File: config.mk
export PLATFORM = sky130hd
export DESIGN_NAME = uart_top
export DESIGN_NICKNAME = d
export VERILOG_FILES = /design/src/design/uart_pkg.sv /design/src/design/uart_core_if.sv /design/src/design/uart_regs.sv /design/src/design/uart_rx.sv /design/src/design/uart_top.sv /design/src/design/uart_tx.sv
export SDC_FILE = /design/constraint.sdc
export NUM_CORES = 1
export LEC_CHECK = 0
export BUFFER_PORTS_ARGS = -buffer_cell sky130_fd_sc_hd__clkbuf_2
export CELL_PAD_IN_SITES_DETAIL_PLACEMENT = 0
export CELL_PAD_IN_SITES_GLOBAL_PLACEMENT = 2
export CORE_MARGIN = 3
export CORE_UTILIZATION = 40
export CTS_CLUSTER_SIZE = 20
export DETAILED_ROUTE_END_ITERATION = 10
export GPL_TIMING_DRIVEN = 0
export PLACE_DENSITY = 0.84
export SYNTH_ARGS = -nofsm -noshare
export SYNTH_HDL_FRONTEND = slang
export SYNTH_SLANG_ARGS = --single-unit
File: constraint.sdc
create_clock -name clk -period 3.7 [get_ports clk]
set_input_delay 0.74 -clock clk [delete_from_list [all_inputs] [get_ports clk]]
set_output_delay 0.74 -clock clk [all_outputs]
set_load 0.01 [all_outputs]
File: src/design/uart_pkg.sv
// ~~~~~~~~~~~~~~~~~~~~
// uart package
// register map, bus width and status bit positions
// ~~~~~~~~~~~~~~~~~~~~
`default_nettype none

package uart_pkg;

   // wishbone data width
   localparam int WB_DW = 32;

   // register index, taken from wb address bits 3:2
   typedef enum logic [1:0] {
      REG_STATUS  = 2'd0, // read only
      REG_DIVIDER = 2'd1, // clocks per bit
      REG_DATA    = 2'd2, // tx on write, rx on read
      REG_CONTROL = 2'd3  // soft clear on write
   } uart_reg_e;

   // status word bits
   localparam int STAT_TX_BUSY  = 0;
   localparam int STAT_RX_VALID = 1;

   // returned by an empty data read and by control reads
   localparam logic [WB_DW-1:0] RX_EMPTY_WORD = '1;

endpackage

`default_nettype wire

File: src/design/uart_core_if.sv
// ~~~~~~~~~~~~~~~~~~~~
// uart core interface
// joins the register block to the tx and rx engines
// ~~~~~~~~~~~~~~~~~~~~
`timescale 1ns/1ns
`default_nettype none

interface uart_core_if #(
   parameter int DIV_W = 16
);

   logic [DIV_W-1:0] divider;  // clocks per bit
   logic             soft_clr; // one cycle, back to reset state
   logic             tx_load;  // start a frame with tx_data
   logic [7:0]       tx_data;
   logic             tx_busy;  // frame in flight
   logic [7:0]       rx_data;  // holding buffer
   logic             rx_valid;
   logic             rx_take;  // buffer read, drop valid

   // register side owns the control pulses
   modport regs_mp (
      output divider, soft_clr, tx_load, tx_data, rx_take,
      input  tx_busy, rx_data, rx_valid
   );

   modport tx_mp (
      input  divider, soft_clr, tx_load, tx_data,
      output tx_busy
   );

   modport rx_mp (
      input  divider, soft_clr, rx_take,
      output rx_data, rx_valid
   );

endinterface

`default_nettype wire

File: src/design/uart_regs.sv
// ~~~~~~~~~~~~~~~~~~~~
// uart register block
// wishbone classic slave, divider register, tx/rx handshakes
// ~~~~~~~~~~~~~~~~~~~~
`timescale 1ns/1ns
`default_nettype none

module uart_regs #(
   parameter int DIV_W     = 16,
   parameter int DIV_RESET = 4
) (
   input  logic                      clk,
   input  logic                      rstn_int,
   input  logic                      wb_cyc,
   input  logic                      wb_stb,
   input  logic                      wb_we,
   input  uart_pkg::uart_reg_e       wb_adr,
   input  logic [uart_pkg::WB_DW-1:0] wb_dat_i,
   output logic [uart_pkg::WB_DW-1:0] wb_dat_o,
   output logic                      wb_ack,
   uart_core_if.regs_mp              core
);

   import uart_pkg::*;

   logic             req;       // live request, not yet acked
   logic             data_wr;   // write to data register
   logic             accept;    // request taken this cycle
   logic [DIV_W-1:0] divider_q;
   logic [WB_DW-1:0] rd_word;   // read mux output

   // stb stays up during the ack cycle, so mask it there
   assign req = wb_cyc & wb_stb & ~wb_ack;

   assign data_wr = wb_we & (wb_adr == REG_DATA);

   // data writes stall while a frame is still going out
   assign accept = req & ~(data_wr & core.tx_busy);

   // control pulses, all in the accept cycle
   assign core.tx_load  = accept & data_wr;
   assign core.tx_data  = wb_dat_i[7:0]; // low byte only
   assign core.rx_take  = accept & ~wb_we & (wb_adr == REG_DATA);
   assign core.soft_clr = accept & wb_we & (wb_adr == REG_CONTROL);
   assign core.divider  = divider_q;

   // divider register, soft clear restores the reset value
   always_ff @(posedge clk or negedge rstn_int) begin
      if (!rstn_int) begin
         divider_q <= DIV_W'(DIV_RESET);
      end else if (core.soft_clr) begin
         divider_q <= DIV_W'(DIV_RESET);
      end else if (accept && wb_we && wb_adr == REG_DIVIDER) begin
         divider_q <= wb_dat_i[DIV_W-1:0];
      end
   end

   // read word, picked by register index
   always_comb begin
      rd_word = '0;
      case (wb_adr)
         REG_STATUS: begin
            rd_word[STAT_TX_BUSY]  = core.tx_busy;
            rd_word[STAT_RX_VALID] = core.rx_valid;
         end
         REG_DIVIDER: rd_word = WB_DW'(divider_q); // zero extended
         REG_DATA: begin
            if (core.rx_valid) begin
               rd_word = WB_DW'(core.rx_data);
            end else begin
               rd_word = RX_EMPTY_WORD; // nothing received
            end
         end
         default: rd_word = RX_EMPTY_WORD; // control reads all ones
      endcase
   end

   // ack one clock after accept, single cycle
   always_ff @(posedge clk or negedge rstn_int) begin
      if (!rstn_int) begin
         wb_ack <= 1'b0;
      end else begin
         wb_ack <= accept;
      end
   end

   // read data captured alongside the ack
   always_ff @(posedge clk) begin
      if (accept && !wb_we) begin
         wb_dat_o <= rd_word;
      end
   end

endmodule

`default_nettype wire

File: src/design/uart_rx.sv
// ~~~~~~~~~~~~~~~~~~~~
// uart receiver
// mid-bit sampling fsm with a one byte holding buffer
// ~~~~~~~~~~~~~~~~~~~~
`timescale 1ns/1ns
`default_nettype none

module uart_rx #(
   parameter int DIV_W = 16
) (
   input  logic       clk,
   input  logic       rstn_int,
   input  logic       ser_rx,
   uart_core_if.rx_mp core
);

   typedef enum logic [1:0] {
      RX_IDLE,  // wait for falling edge
      RX_START, // half bit to mid start
      RX_DATA,  // eight samples
      RX_STOP   // one more bit, then store
   } rx_state_e;

   rx_state_e        state;
   logic             rx_meta;          // two flop synchronizer
   logic             rx_sync;
   logic [DIV_W-1:0] cnt;              // clocks in current state
   logic [2:0]       bit_idx;
   logic [7:0]       shift_q;
   logic [7:0]       buf_q;            // holding buffer
   logic             valid_q;
   logic             half_end;
   logic             full_end;

   // doubled count gets one extra bit so it cannot overflow
   assign half_end = ({cnt, 1'b0} >= {1'b0, core.divider});
   assign full_end = (cnt >= core.divider);

   always_ff @(posedge clk or negedge rstn_int) begin
      if (!rstn_int) begin
         rx_meta <= 1'b1;
         rx_sync <= 1'b1;
      end else begin
         rx_meta <= ser_rx;
         rx_sync <= rx_meta;
      end
   end

   always_ff @(posedge clk or negedge rstn_int) begin
      if (!rstn_int) begin
         state   <= RX_IDLE;
         cnt     <= '0;
         bit_idx <= '0;
         valid_q <= 1'b0;
      end else if (core.soft_clr) begin
         state   <= RX_IDLE;
         cnt     <= '0;
         bit_idx <= '0;
         valid_q <= 1'b0;
      end else begin
         if (core.rx_take) valid_q <= 1'b0; // byte read out
         cnt <= cnt + DIV_W'(1);
         case (state)
            RX_IDLE: begin
               cnt <= DIV_W'(1);
               if (!rx_sync) state <= RX_START; // start edge
            end
            RX_START: begin
               if (half_end) begin
                  state   <= RX_DATA;
                  cnt     <= DIV_W'(1);
                  bit_idx <= '0;
               end
            end
            RX_DATA: begin
               if (full_end) begin
                  cnt     <= DIV_W'(1);
                  bit_idx <= bit_idx + 3'd1;
                  if (bit_idx == 3'd7) state <= RX_STOP;
               end
            end
            default: begin
               if (full_end) begin
                  state   <= RX_IDLE;
                  valid_q <= 1'b1; // a new byte beats a same cycle take
               end
            end
         endcase
      end
   end

   // data path with the lsb arriving first
   always_ff @(posedge clk) begin
      if (state == RX_DATA && full_end) shift_q <= {rx_sync, shift_q[7:1]};
      if (state == RX_STOP && full_end) buf_q <= shift_q; // overwrites old
   end

   assign core.rx_data  = buf_q;
   assign core.rx_valid = valid_q;

endmodule

`default_nettype wire

File: src/design/uart_top.sv
// ~~~~~~~~~~~~~~~~~~~~
// uart top level
// wishbone slave with 8N1 tx and rx
// ~~~~~~~~~~~~~~~~~~~~
`timescale 1ns/1ns
`default_nettype none

module uart_top #(
   parameter int DIV_W     = 16,
   parameter int DIV_RESET = 4
) (
   input  logic                       clk,
   input  logic                       rstn_int,
   // wishbone classic slave
   input  logic                       wb_cyc,
   input  logic                       wb_stb,
   input  logic                       wb_we,
   input  logic [3:0]                 wb_adr,   // byte address, word index in 3:2
   input  logic [uart_pkg::WB_DW-1:0] wb_dat_i,
   output logic [uart_pkg::WB_DW-1:0] wb_dat_o,
   output logic                       wb_ack,
   // serial line
   output logic                       ser_tx,
   input  logic                       ser_rx
);

   import uart_pkg::*;

   // register block to tx/rx wiring
   uart_core_if #(
      .DIV_W (DIV_W)
   ) core_if ();

   uart_regs #(
      .DIV_W     (DIV_W),
      .DIV_RESET (DIV_RESET)
   ) uart_regs_inst (
      .clk      (clk),
      .rstn_int (rstn_int),
      .wb_cyc   (wb_cyc),
      .wb_stb   (wb_stb),
      .wb_we    (wb_we),
      .wb_adr   (uart_reg_e'(wb_adr[3:2])), // bits 1:0 ignored, word access
      .wb_dat_i (wb_dat_i),
      .wb_dat_o (wb_dat_o),
      .wb_ack   (wb_ack),
      .core     (core_if.regs_mp)
   );

   uart_tx #(
      .DIV_W (DIV_W)
   ) uart_tx_inst (
      .clk      (clk),
      .rstn_int (rstn_int),
      .ser_tx   (ser_tx),
      .core     (core_if.tx_mp)
   );

   uart_rx #(
      .DIV_W (DIV_W)
   ) uart_rx_inst (
      .clk      (clk),
      .rstn_int (rstn_int),
      .ser_rx   (ser_rx),
      .core     (core_if.rx_mp)
   );

endmodule

`default_nettype wire

File: src/design/uart_tx.sv
// ~~~~~~~~~~~~~~~~~~~~
// uart transmitter
// 8N1 frame out, lsb first, divider clocks per bit
// ~~~~~~~~~~~~~~~~~~~~
`timescale 1ns/1ns
`default_nettype none

module uart_tx #(
   parameter int DIV_W = 16
) (
   input  logic       clk,
   input  logic       rstn_int,
   output logic       ser_tx,
   uart_core_if.tx_mp core
);

   logic [9:0]       frame_q;  // stop, data, start
   logic [DIV_W-1:0] div_cnt;  // clocks into the current bit
   logic [3:0]       bit_cnt;  // bits left in the frame
   logic             bit_end;

   // last clock of a bit, a zero divider acts as one
   assign bit_end = (div_cnt >= core.divider);

   always_ff @(posedge clk or negedge rstn_int) begin
      if (!rstn_int) begin
         frame_q <= '1;     // idle line high
         div_cnt <= '0;
         bit_cnt <= '0;
      end else if (core.soft_clr) begin
         frame_q <= '1;
         div_cnt <= '0;
         bit_cnt <= '0;
      end else if (core.tx_load) begin
         frame_q <= {1'b1, core.tx_data, 1'b0};
         div_cnt <= DIV_W'(1); // start bit begins next edge
         bit_cnt <= 4'd10;
      end else if (bit_cnt != 4'd0) begin
         if (bit_end) begin
            frame_q <= {1'b1, frame_q[9:1]}; // shift right, fill idle
            div_cnt <= DIV_W'(1);
            bit_cnt <= bit_cnt - 4'd1;
         end else begin
            div_cnt <= div_cnt + DIV_W'(1);
         end
      end
   end

   // busy until the stop bit has run its full time
   assign core.tx_busy = (bit_cnt != 4'd0);

   assign ser_tx = frame_q[0];

endmodule

`default_nettype wire

==> results.txt, run 1 <==
- The die covers 16400 sq um.
- After synthesis, the mean cell area works out to 10.0 sq um.
* Internal Pwr Total: 2.46 mW
- Total inserted antenna cells: 0
- In this run the cell area of the synthesized design comes to 5970 sq um.
- Setup total negative slack on the finished layout was measured at 0 ps.
- At the pin with the least slew margin, the transition time is around 710 ps.
- In this run the post-CTS setup repair buffer count came out at 0.
- After routing the design area is 6810 sq um.
* Iteration-0 DRC count of the detailed router: 225
- Rel. slew slack: 0.524
- The worst register-to-register path begins at uart_regs_inst.core.divider[15]$_DFFE_PN0P_.
- Seq cells post-synth: 103
- Yosys mapped the design onto 66 distinct sky130hd cell types.
- The analysis attributes to net switching a power of 1.36 mW.
- Min-Delay Path Class: flop to flop
- Final setup viols: 0
- TritonCTS built the clock tree.
- Number of antenna violations at the first check in global routing: 0
- Core area: between 10000 and 15000 sq um
- Clock network fraction of design power: 0.256
- Fraction of layout cells with a size suffix above 1: 0.197
- Worst Path Class, Setup: flop to flop
* Endpoint type of the worst setup path: flop
- The initial utilization of the core area, before any placement, comes to 0.409.
- In this run, synthesis inferred 33 flip-flops with an integrated enable.
- Reported leakage power: 3.08 nW
* Required time of the critical path: 3690 ps
- Once layout is complete, the utilization of the core stands at 0.467.
- Along the worst path, the maximum fanout reaches 9.
- The share of synthesized area in the top cell type comes to 0.243.
- Proportion of synthesized chip area in sequential cells: 0.462
- Cts bufs inserted: 9
* Top achievable clock speed: 0.336 GHz
- CTS built an H-tree with a depth of 3.
* Maximum number of pins on one net before global-route repair: 42
- First-pass GRT wire length: 23.6 mm
- Slack of the critical path: 726 ps
- In this run the horizontal extent of the chip is 128 um.
- RR Endpoint: uart_rx_inst.core.rx_data[0]$_DFFE_PP_
- Synthesized net count: 695
* Critical Path Sink: uart_rx_inst.core.rx_data[0]$_DFFE_PP_
- By area the synthesized netlist is led by sky130_fd_sc_hd__dfrtp_1 24%, sky130_fd_sc_hd__edfxtp_1 17%, sky130_fd_sc_hd__ha_1 12%.
- The share of total power dissipated in sequential elements is 0.410.
* Power share of the combinational group: 0.334
- Clock-pin slew on the worst setup and hold paths: ~70 ps
* Die Span Y: 128 um
* Detailed placement HPWL: 11.0 mm
- Most used cells in the layout excluding fill and tap cells: 86 x sky130_fd_sc_hd__nand2_1, 58 x sky130_fd_sc_hd__ha_1, 58 x sky130_fd_sc_hd__dfrtp_1
- Buffers placed on the I/O ports in this run total 56.
- The placed instances occupy a cell area of 6510 sq um.
- Count of final max-slew check failures: 0
- In the synthesized netlist, the number of instances is 595.
* Maxcap violations: 0
- Final WL: 14.3 mm
- Clock sinks: 103
- VDD sags by at most 0.282 mV.
- Of the total power, the share spent switching nets is 0.355.
- The longest clock path from root to sink contains 2 buffers.
- 76 I/O pins were placed.
- Status: completed
- In the routed layout, each cell is associated on average with a via count of 5.35.
* Fin crit period: 2970 ps
- The most used flip-flop cell after synthesis is sky130_fd_sc_hd__dfrtp_1.
- Cell type with the highest aggregate area in the netlist: sky130_fd_sc_hd__dfrtp_1
- In the final routed layout, each cell accounts on average for 16.7 um.
* CTS Hold Bufs: 0
* Setup crit start: uart_regs_inst.core.divider[15]$_DFFE_PN0P_
- Clock latency at the later pin of the worst-skew pair: 350 ps
- Total power per unit cell area: around 560 nW/um^2
* Layout fillers: 1340
- Leading cell type in the layout, fill and taps excluded: sky130_fd_sc_hd__nand2_1
- The number of global-route vias before repair came to 4526.
- Final net count: 764
- Routability-driven placement finished with a final weighted congestion of 0.784.
- For this run, asynchronously set or reset flops after synthesis account for 0.680.
- Arrival time of the worst setup path: ~3000 ps
- Row generation in the floorplan step produced 44 rows.
* CP startpoint kind: flop
* Clock Root Buffer: sky130_fd_sc_hd__clkbuf_16
* Residual DRC: 0
* Logic depth of the worst register-to-register path: 8
- In the global route stage, overall resource usage came out at 0.183.
* RSZ-0062 raised after global routing: false
- The detailed router placed 4564 vias in this run.
- Relative to the synthesized area, the layout overhead comes to 14.1%.
- The number of hold violations in the final report is 0.
* Post-CTS sizing: 0
* Setup clock skew after layout: 7.32 ps
- Portion of the clock cycle consumed by the worst path in the final layout: 0.804
- The detail route stage leaves a number of antenna-violating nets equal to 0.
- R2R Setup Slk: 730 ps
- For this run the aggregate overflow at the end of global routing stands at 0.
- The Yosys step of the flow raised 0 warnings.
- The pre-antenna-repair detailed-routing pass consisted of 4 iterations.
- Prior to clock tree synthesis, the placed netlist has a worst setup slack of 687 ps.
## per-layer routing
metal | part of all wire | vias to the layer above | track usage
met3 | 0.042 | 11 | 0.0383
met2 | 0.47 | 85 | 0.296
li1 | - | 2245 | -
met4 | 0.011 | 0 | 0.0531
met5 | 0 | - | 0
met1 | 0.48 | 2223 | 0.248
## critical path: stages, from the launching register on
cell	delay [ps]
sky130_fd_sc_hd__dfrtp_1	380
sky130_fd_sc_hd__inv_1	130
sky130_fd_sc_hd__ha_1	350
sky130_fd_sc_hd__nand4_1	120
sky130_fd_sc_hd__or4_1	570
sky130_fd_sc_hd__a221oi_2	280
sky130_fd_sc_hd__or3_1	160
sky130_fd_sc_hd__buf_4	150
sky130_fd_sc_hd__and2_1	460
## cell type report
type,count,area (sq um),area share
multi-input cells,424,2880,0.423
flip-flops and latches,103,2760,0.405
repair buffers,58,310,0.0456
clock buffers,11,233,0.0342
well taps,184,230,0.0338
plain buffers,34,201,0.0296
inverters,34,128,0.0187
clock inverters,5,66.3,0.00974
## cell families after synthesis
kind of cell | share of synthesized area
simple gates | 0.174
compound gates | 0.131
flops | 0.462
buf+inv | 0.0551
fa+ha+maj | 0.122
xor+xnor | 0.0411
mux | 0.0153
## metrics by stage
stage / std cells / hold WS, ps / total power [mW]
floorplan: 595 / 345 / 2.51
global placement: 835 / 346 / 2.82
detailed placement: 837 / 348 / 2.87
CTS: 853 / 358 / 3.86
global route: 853 / 367 / 4.11
finish: 853 / 357 / 3.82
## worst min-delay path by stage
stage / startpoint / end / slack, ps / cells past startpoint
final: uart_rx_inst.rx_meta$_DFF_PN1_ / uart_rx_inst.rx_sync$_DFF_PN1_ / 360 / 0
after global routing: rstn_int / uart_tx_inst.div_cnt[14]$_DFFE_PN0P_ / 370 / 1
after CTS: rstn_int / uart_tx_inst.div_cnt[13]$_DFFE_PN0P_ / 360 / 1
after detailed placement: uart_rx_inst.rx_meta$_DFF_PN1_ / uart_rx_inst.rx_sync$_DFF_PN1_ / 350 / 0
after global placement: uart_rx_inst.rx_meta$_DFF_PN1_ / uart_rx_inst.rx_sync$_DFF_PN1_ / 350 / 0
after floorplan: uart_rx_inst.rx_meta$_DFF_PN1_ / uart_rx_inst.rx_sync$_DFF_PN1_ / 350 / 0
## state kept, by name, summed over array words and instances, names as in the netlist
name / flops
uart_rx_inst.shift_q: 8
uart_rx_inst.state: 2
uart_rx_inst.bit_idx: 3
uart_rx_inst.cnt: 16
uart_regs_inst.wb_dat_o: 17
uart_tx_inst.frame_q: 9
uart_regs_inst.core.divider: 16
uart_regs_inst.wb_ack: 1
uart_rx_inst.core.rx_valid: 1
uart_tx_inst.div_cnt: 16
uart_tx_inst.bit_cnt: 4
uart_rx_inst.core.rx_data: 8
uart_rx_inst.rx_meta: 1
uart_rx_inst.rx_sync: 1
## cell usage after synthesis (2+ instances only)
cell type,instances
sky130_fd_sc_hd__edfxtp_1,33
sky130_fd_sc_hd__o21ai_1,8
sky130_fd_sc_hd__o21ai_0,38
sky130_fd_sc_hd__and2_1,3
sky130_fd_sc_hd__mux2i_1,8
sky130_fd_sc_hd__or4_1,2
sky130_fd_sc_hd__xor2_1,18
sky130_fd_sc_hd__inv_1,32
sky130_fd_sc_hd__a41oi_1,2
sky130_fd_sc_hd__nor3_1,13
sky130_fd_sc_hd__clkbuf_1,14
sky130_fd_sc_hd__nor2_1,33
sky130_fd_sc_hd__nand2_1,86
sky130_fd_sc_hd__a22o_1,2
sky130_fd_sc_hd__nor3_2,9
sky130_fd_sc_hd__and4_1,2
sky130_fd_sc_hd__a32oi_1,2
sky130_fd_sc_hd__nand2b_1,3
sky130_fd_sc_hd__a21oi_1,21
sky130_fd_sc_hd__or2_2,8
sky130_fd_sc_hd__dfstp_2,12
sky130_fd_sc_hd__o22ai_1,9
sky130_fd_sc_hd__nand4_1,13
sky130_fd_sc_hd__o211ai_1,2
sky130_fd_sc_hd__a31oi_1,3
sky130_fd_sc_hd__and3_1,8
sky130_fd_sc_hd__ha_1,58
sky130_fd_sc_hd__or3_1,4
sky130_fd_sc_hd__a221oi_1,2
sky130_fd_sc_hd__buf_4,16
sky130_fd_sc_hd__o21a_1,4
sky130_fd_sc_hd__a211oi_1,8
sky130_fd_sc_hd__buf_2,2
sky130_fd_sc_hd__dfrtp_1,58
sky130_fd_sc_hd__nand3_1,19
sky130_fd_sc_hd__xnor2_1,10
## power groups by stage
| stage | Clock, mW | Sequential, mW | Combinational (mW) |
|---|---|---|---|
| floorplan | 0 | 1.53 | 0.981 |
| global placement | 0 | 1.58 | 1.25 |
| detailed placement | 0 | 1.58 | 1.28 |
| CTS | 1.00 | 1.56 | 1.29 |
| global route | 1.05 | 1.59 | 1.46 |
| finish | 0.976 | 1.56 | 1.28 |
Note: power is estimated with default switching activity, not from simulation.
==> run 2: changes to the inputs <==
CORE_UTILIZATION = 34   (was 40)
PLACE_DENSITY = 0.76   (was 0.84)
clock period = 2.5 ns   (was 3.7 ns; I/O delays follow)
==> results.txt, run 2 (synthesized netlist as in run 1, its figures left out) <==
- The register with the most flip-flops in the layout has 17 of them.
* Min-Delay Path Class: input port to async pin
* Endpoint type of the worst setup path: flop
- Worst Path Class, Setup: flop to flop
- The cell sitting at the root of the clock tree is a sky130_fd_sc_hd__clkbuf_16.
- The library cell used most frequently in the layout, excluding fill and tap cells, is sky130_fd_sc_hd__nand2_1.
- Setup repair after global routing could not meet its margin everywhere.
* CP startpoint kind: flop
- TritonCTS clock tree: yes
- Peak supply drop: slightly below 0.5 mV
- Clock Path Buffers: 2
- The smallest clock period supported by the final layout is computed as 2570 ps.
- Counting flops per register, the top entry is uart_regs_inst.wb_dat_o.
- Total inserted antenna cells: 0
- The area growth from synthesis to layout is 23.8%.
- Maximum number of pins on one net before global-route repair: 43
- Detailed route wirelength on metal3: approximately 660 um
- Headroom to the max-slew limit came out at 0.345.
* Floorplan die width: approximately 140 um
- The initial antenna violation count came to 0.
- Footprint of the flip-flops and latches: 2760 sq um
- Number of vias in the routed layout: 4742
- In the routed design, unresolved DRC markers number 0.
- In the final layout, the multi-input gates occupy between 3000 and 4000 sq um.
* Met1 wire length: roughly 7.5 mm
- First-pass GRT wire length: approximately 25 mm
* Detailed placement HPWL: 11.5 mm
- The run finished, with violations left.
* Final net count: 786
- The top cell types in the final layout, fill and taps aside, are 84 x sky130_fd_sc_hd__nand2_1, 56 x sky130_fd_sc_hd__clkbuf_2, 53 x sky130_fd_sc_hd__dfrtp_1.
* Total grt overflow: 0
- In the final layout, the share of cells above drive strength 1 is 0.297.
- The number of hold violations in the final report is 0.
- CTS Hold Bufs: 0
* Area enclosed by the die boundary: 19200 sq um
* RePlAce Congestion: 0.785
* Crit path max fanout: 5
- Setup slack on the critical path of the routed design comes to -74.1 ps.
- The design draws slightly above 6 mW.
- Wire length per cell: ~17 um
* Violated checks: negative setup slack
- Cts bufs inserted: 9
- Pre-CTS setup slack: -486 ps
* Placed Instances: between 800 and 900
- Die Span Y: 139 um
- Routed wire length on met2: 7.35 mm
- Row generation in the floorplan step produced 47 rows.
* Overall fraction of global-route tracks in use: 0.165
- The floorplan step defined a core boundary enclosing 16900 sq um.
* Total power per unit cell area: 840 nW/um^2
* Port Buffer Count: 56
* Clock sinks: 103
- In this run the count of I/O pins placed on the die edge is 76.
- For the pin with the worst max-slew slack, the measured transition is 982 ps.
* Starting density of the core: 0.354
* Top achievable clock speed: 0.388 GHz
* Setup clock skew after layout: 7.25 ps
* Portion of the clock cycle consumed by the worst path in the final layout: 1.03
- The final layout contains routed wiring with a total length of 15.9 mm.
- The number of pins exceeding their max-slew limit in the final report is 0.
- The later pin in the worst-skew pair is clocked with a latency of 360 ps.
- The tool flagged a number of max-cap violations equal to 0.
- Measured on the finished design, the core utilization comes to 0.438.
* Iteration-0 DRC count of the detailed router: between 200 and 250
* TritonRoute pass-1 iters: 5
- Via count of the first global-routing pass: 4626
- Data on the critical path arrives at its endpoint at 2790 ps.
* Deepest level of the CTS H-tree: 3
- Routed signal wires occupy layers up through met4.
* Antenna viol nets, final: 0
- In this run the static leakage power is 3.21 nW.
- Counting the fill cells in the layout gives ~1600.
- Required time of the critical path: 2720 ps
- Setup violations remaining at the end of the flow were counted as 16.
- Clock-pin slew on the worst setup and hold paths: 70 ps
- Routed vias/inst: roughly 5.2
* Final cell count without fillers: 911
==> run 2: path summary, 6_finish.rpt <==
kind                                                              from                                          end  slack (ps)  depth (start not counted)
setup / recovery           uart_regs_inst.core.divider[14]$_DFFE_PN0P_               uart_rx_inst.cnt[12]$_DFF_PN0_         -70                         11
hold / removal                                                rstn_int  uart_regs_inst.core.divider[14]$_DFFE_PN0P_         120                          1
setup reg to reg           uart_regs_inst.core.divider[14]$_DFFE_PN0P_               uart_rx_inst.cnt[12]$_DFF_PN0_         -70                         11
hold reg to reg                         uart_rx_inst.rx_meta$_DFF_PN1_               uart_rx_inst.rx_sync$_DFF_PN1_         360                          0
max in group asynchronous                                     rstn_int          uart_tx_inst.frame_q[0]$_DFFE_PN1P_        1760                          2
min in group clk                                                ser_rx               uart_rx_inst.rx_meta$_DFF_PN1_         220                          1
==> run 2: final cells by class <==
type                       instances  area share
buffer                            32      0.0283
clock inverter                     6     0.00694
sequential                       103       0.374
timing repair buffer              81      0.0735
tap                              220      0.0373
clock buffer                      10      0.0310
multi-input combinational        425       0.431
inverter                          34      0.0178
==> run 2: worst max-delay path: stages (launching register included) <==
cell,delay [ps]
sky130_fd_sc_hd__dfrtp_1,380
sky130_fd_sc_hd__inv_2,90
sky130_fd_sc_hd__ha_4,270
sky130_fd_sc_hd__nand4_1,120
sky130_fd_sc_hd__or4_4,560
sky130_fd_sc_hd__a221oi_4,230
sky130_fd_sc_hd__buf_6,150
sky130_fd_sc_hd__nor4_4,40
sky130_fd_sc_hd__a211oi_4,230
sky130_fd_sc_hd__buf_6,160
sky130_fd_sc_hd__clkbuf_16,160
sky130_fd_sc_hd__nor3_2,40
==> run 2: report_power, final <==
group	leakage, nW	internal [mW]	switching (mW)
registers	1.19	2.05	0.269
clock network	0.136	0.694	0.688
logic	1.88	1.16	1.35
==> run 2: metrics by stage <==
step                      setup TNS [ps]  hold slack [ps]  instance area, sq um
after detailed placement          -14210              348                  6560
final                               -802              117                  7390
after global routing               -3430              137                  7390
after floorplan                        0              204                  5970
after CTS                           -968              120                  7100
after global placement            -13530              345                  6530
==> run 2: layer usage <==
metal	vias up	global-route usage
li1	2294	-
met1	2316	0.226
met2	110	0.261
met3	22	0.0331
met4	0	0.0582
met5	-	0
==> run 2: timing repair <==
item	4_1_cts	5_1_grt
pin swaps	11	14
setup endpoints to repair	57	56
setup buffers	14	10
cloned	1	1
resized for setup	35	47
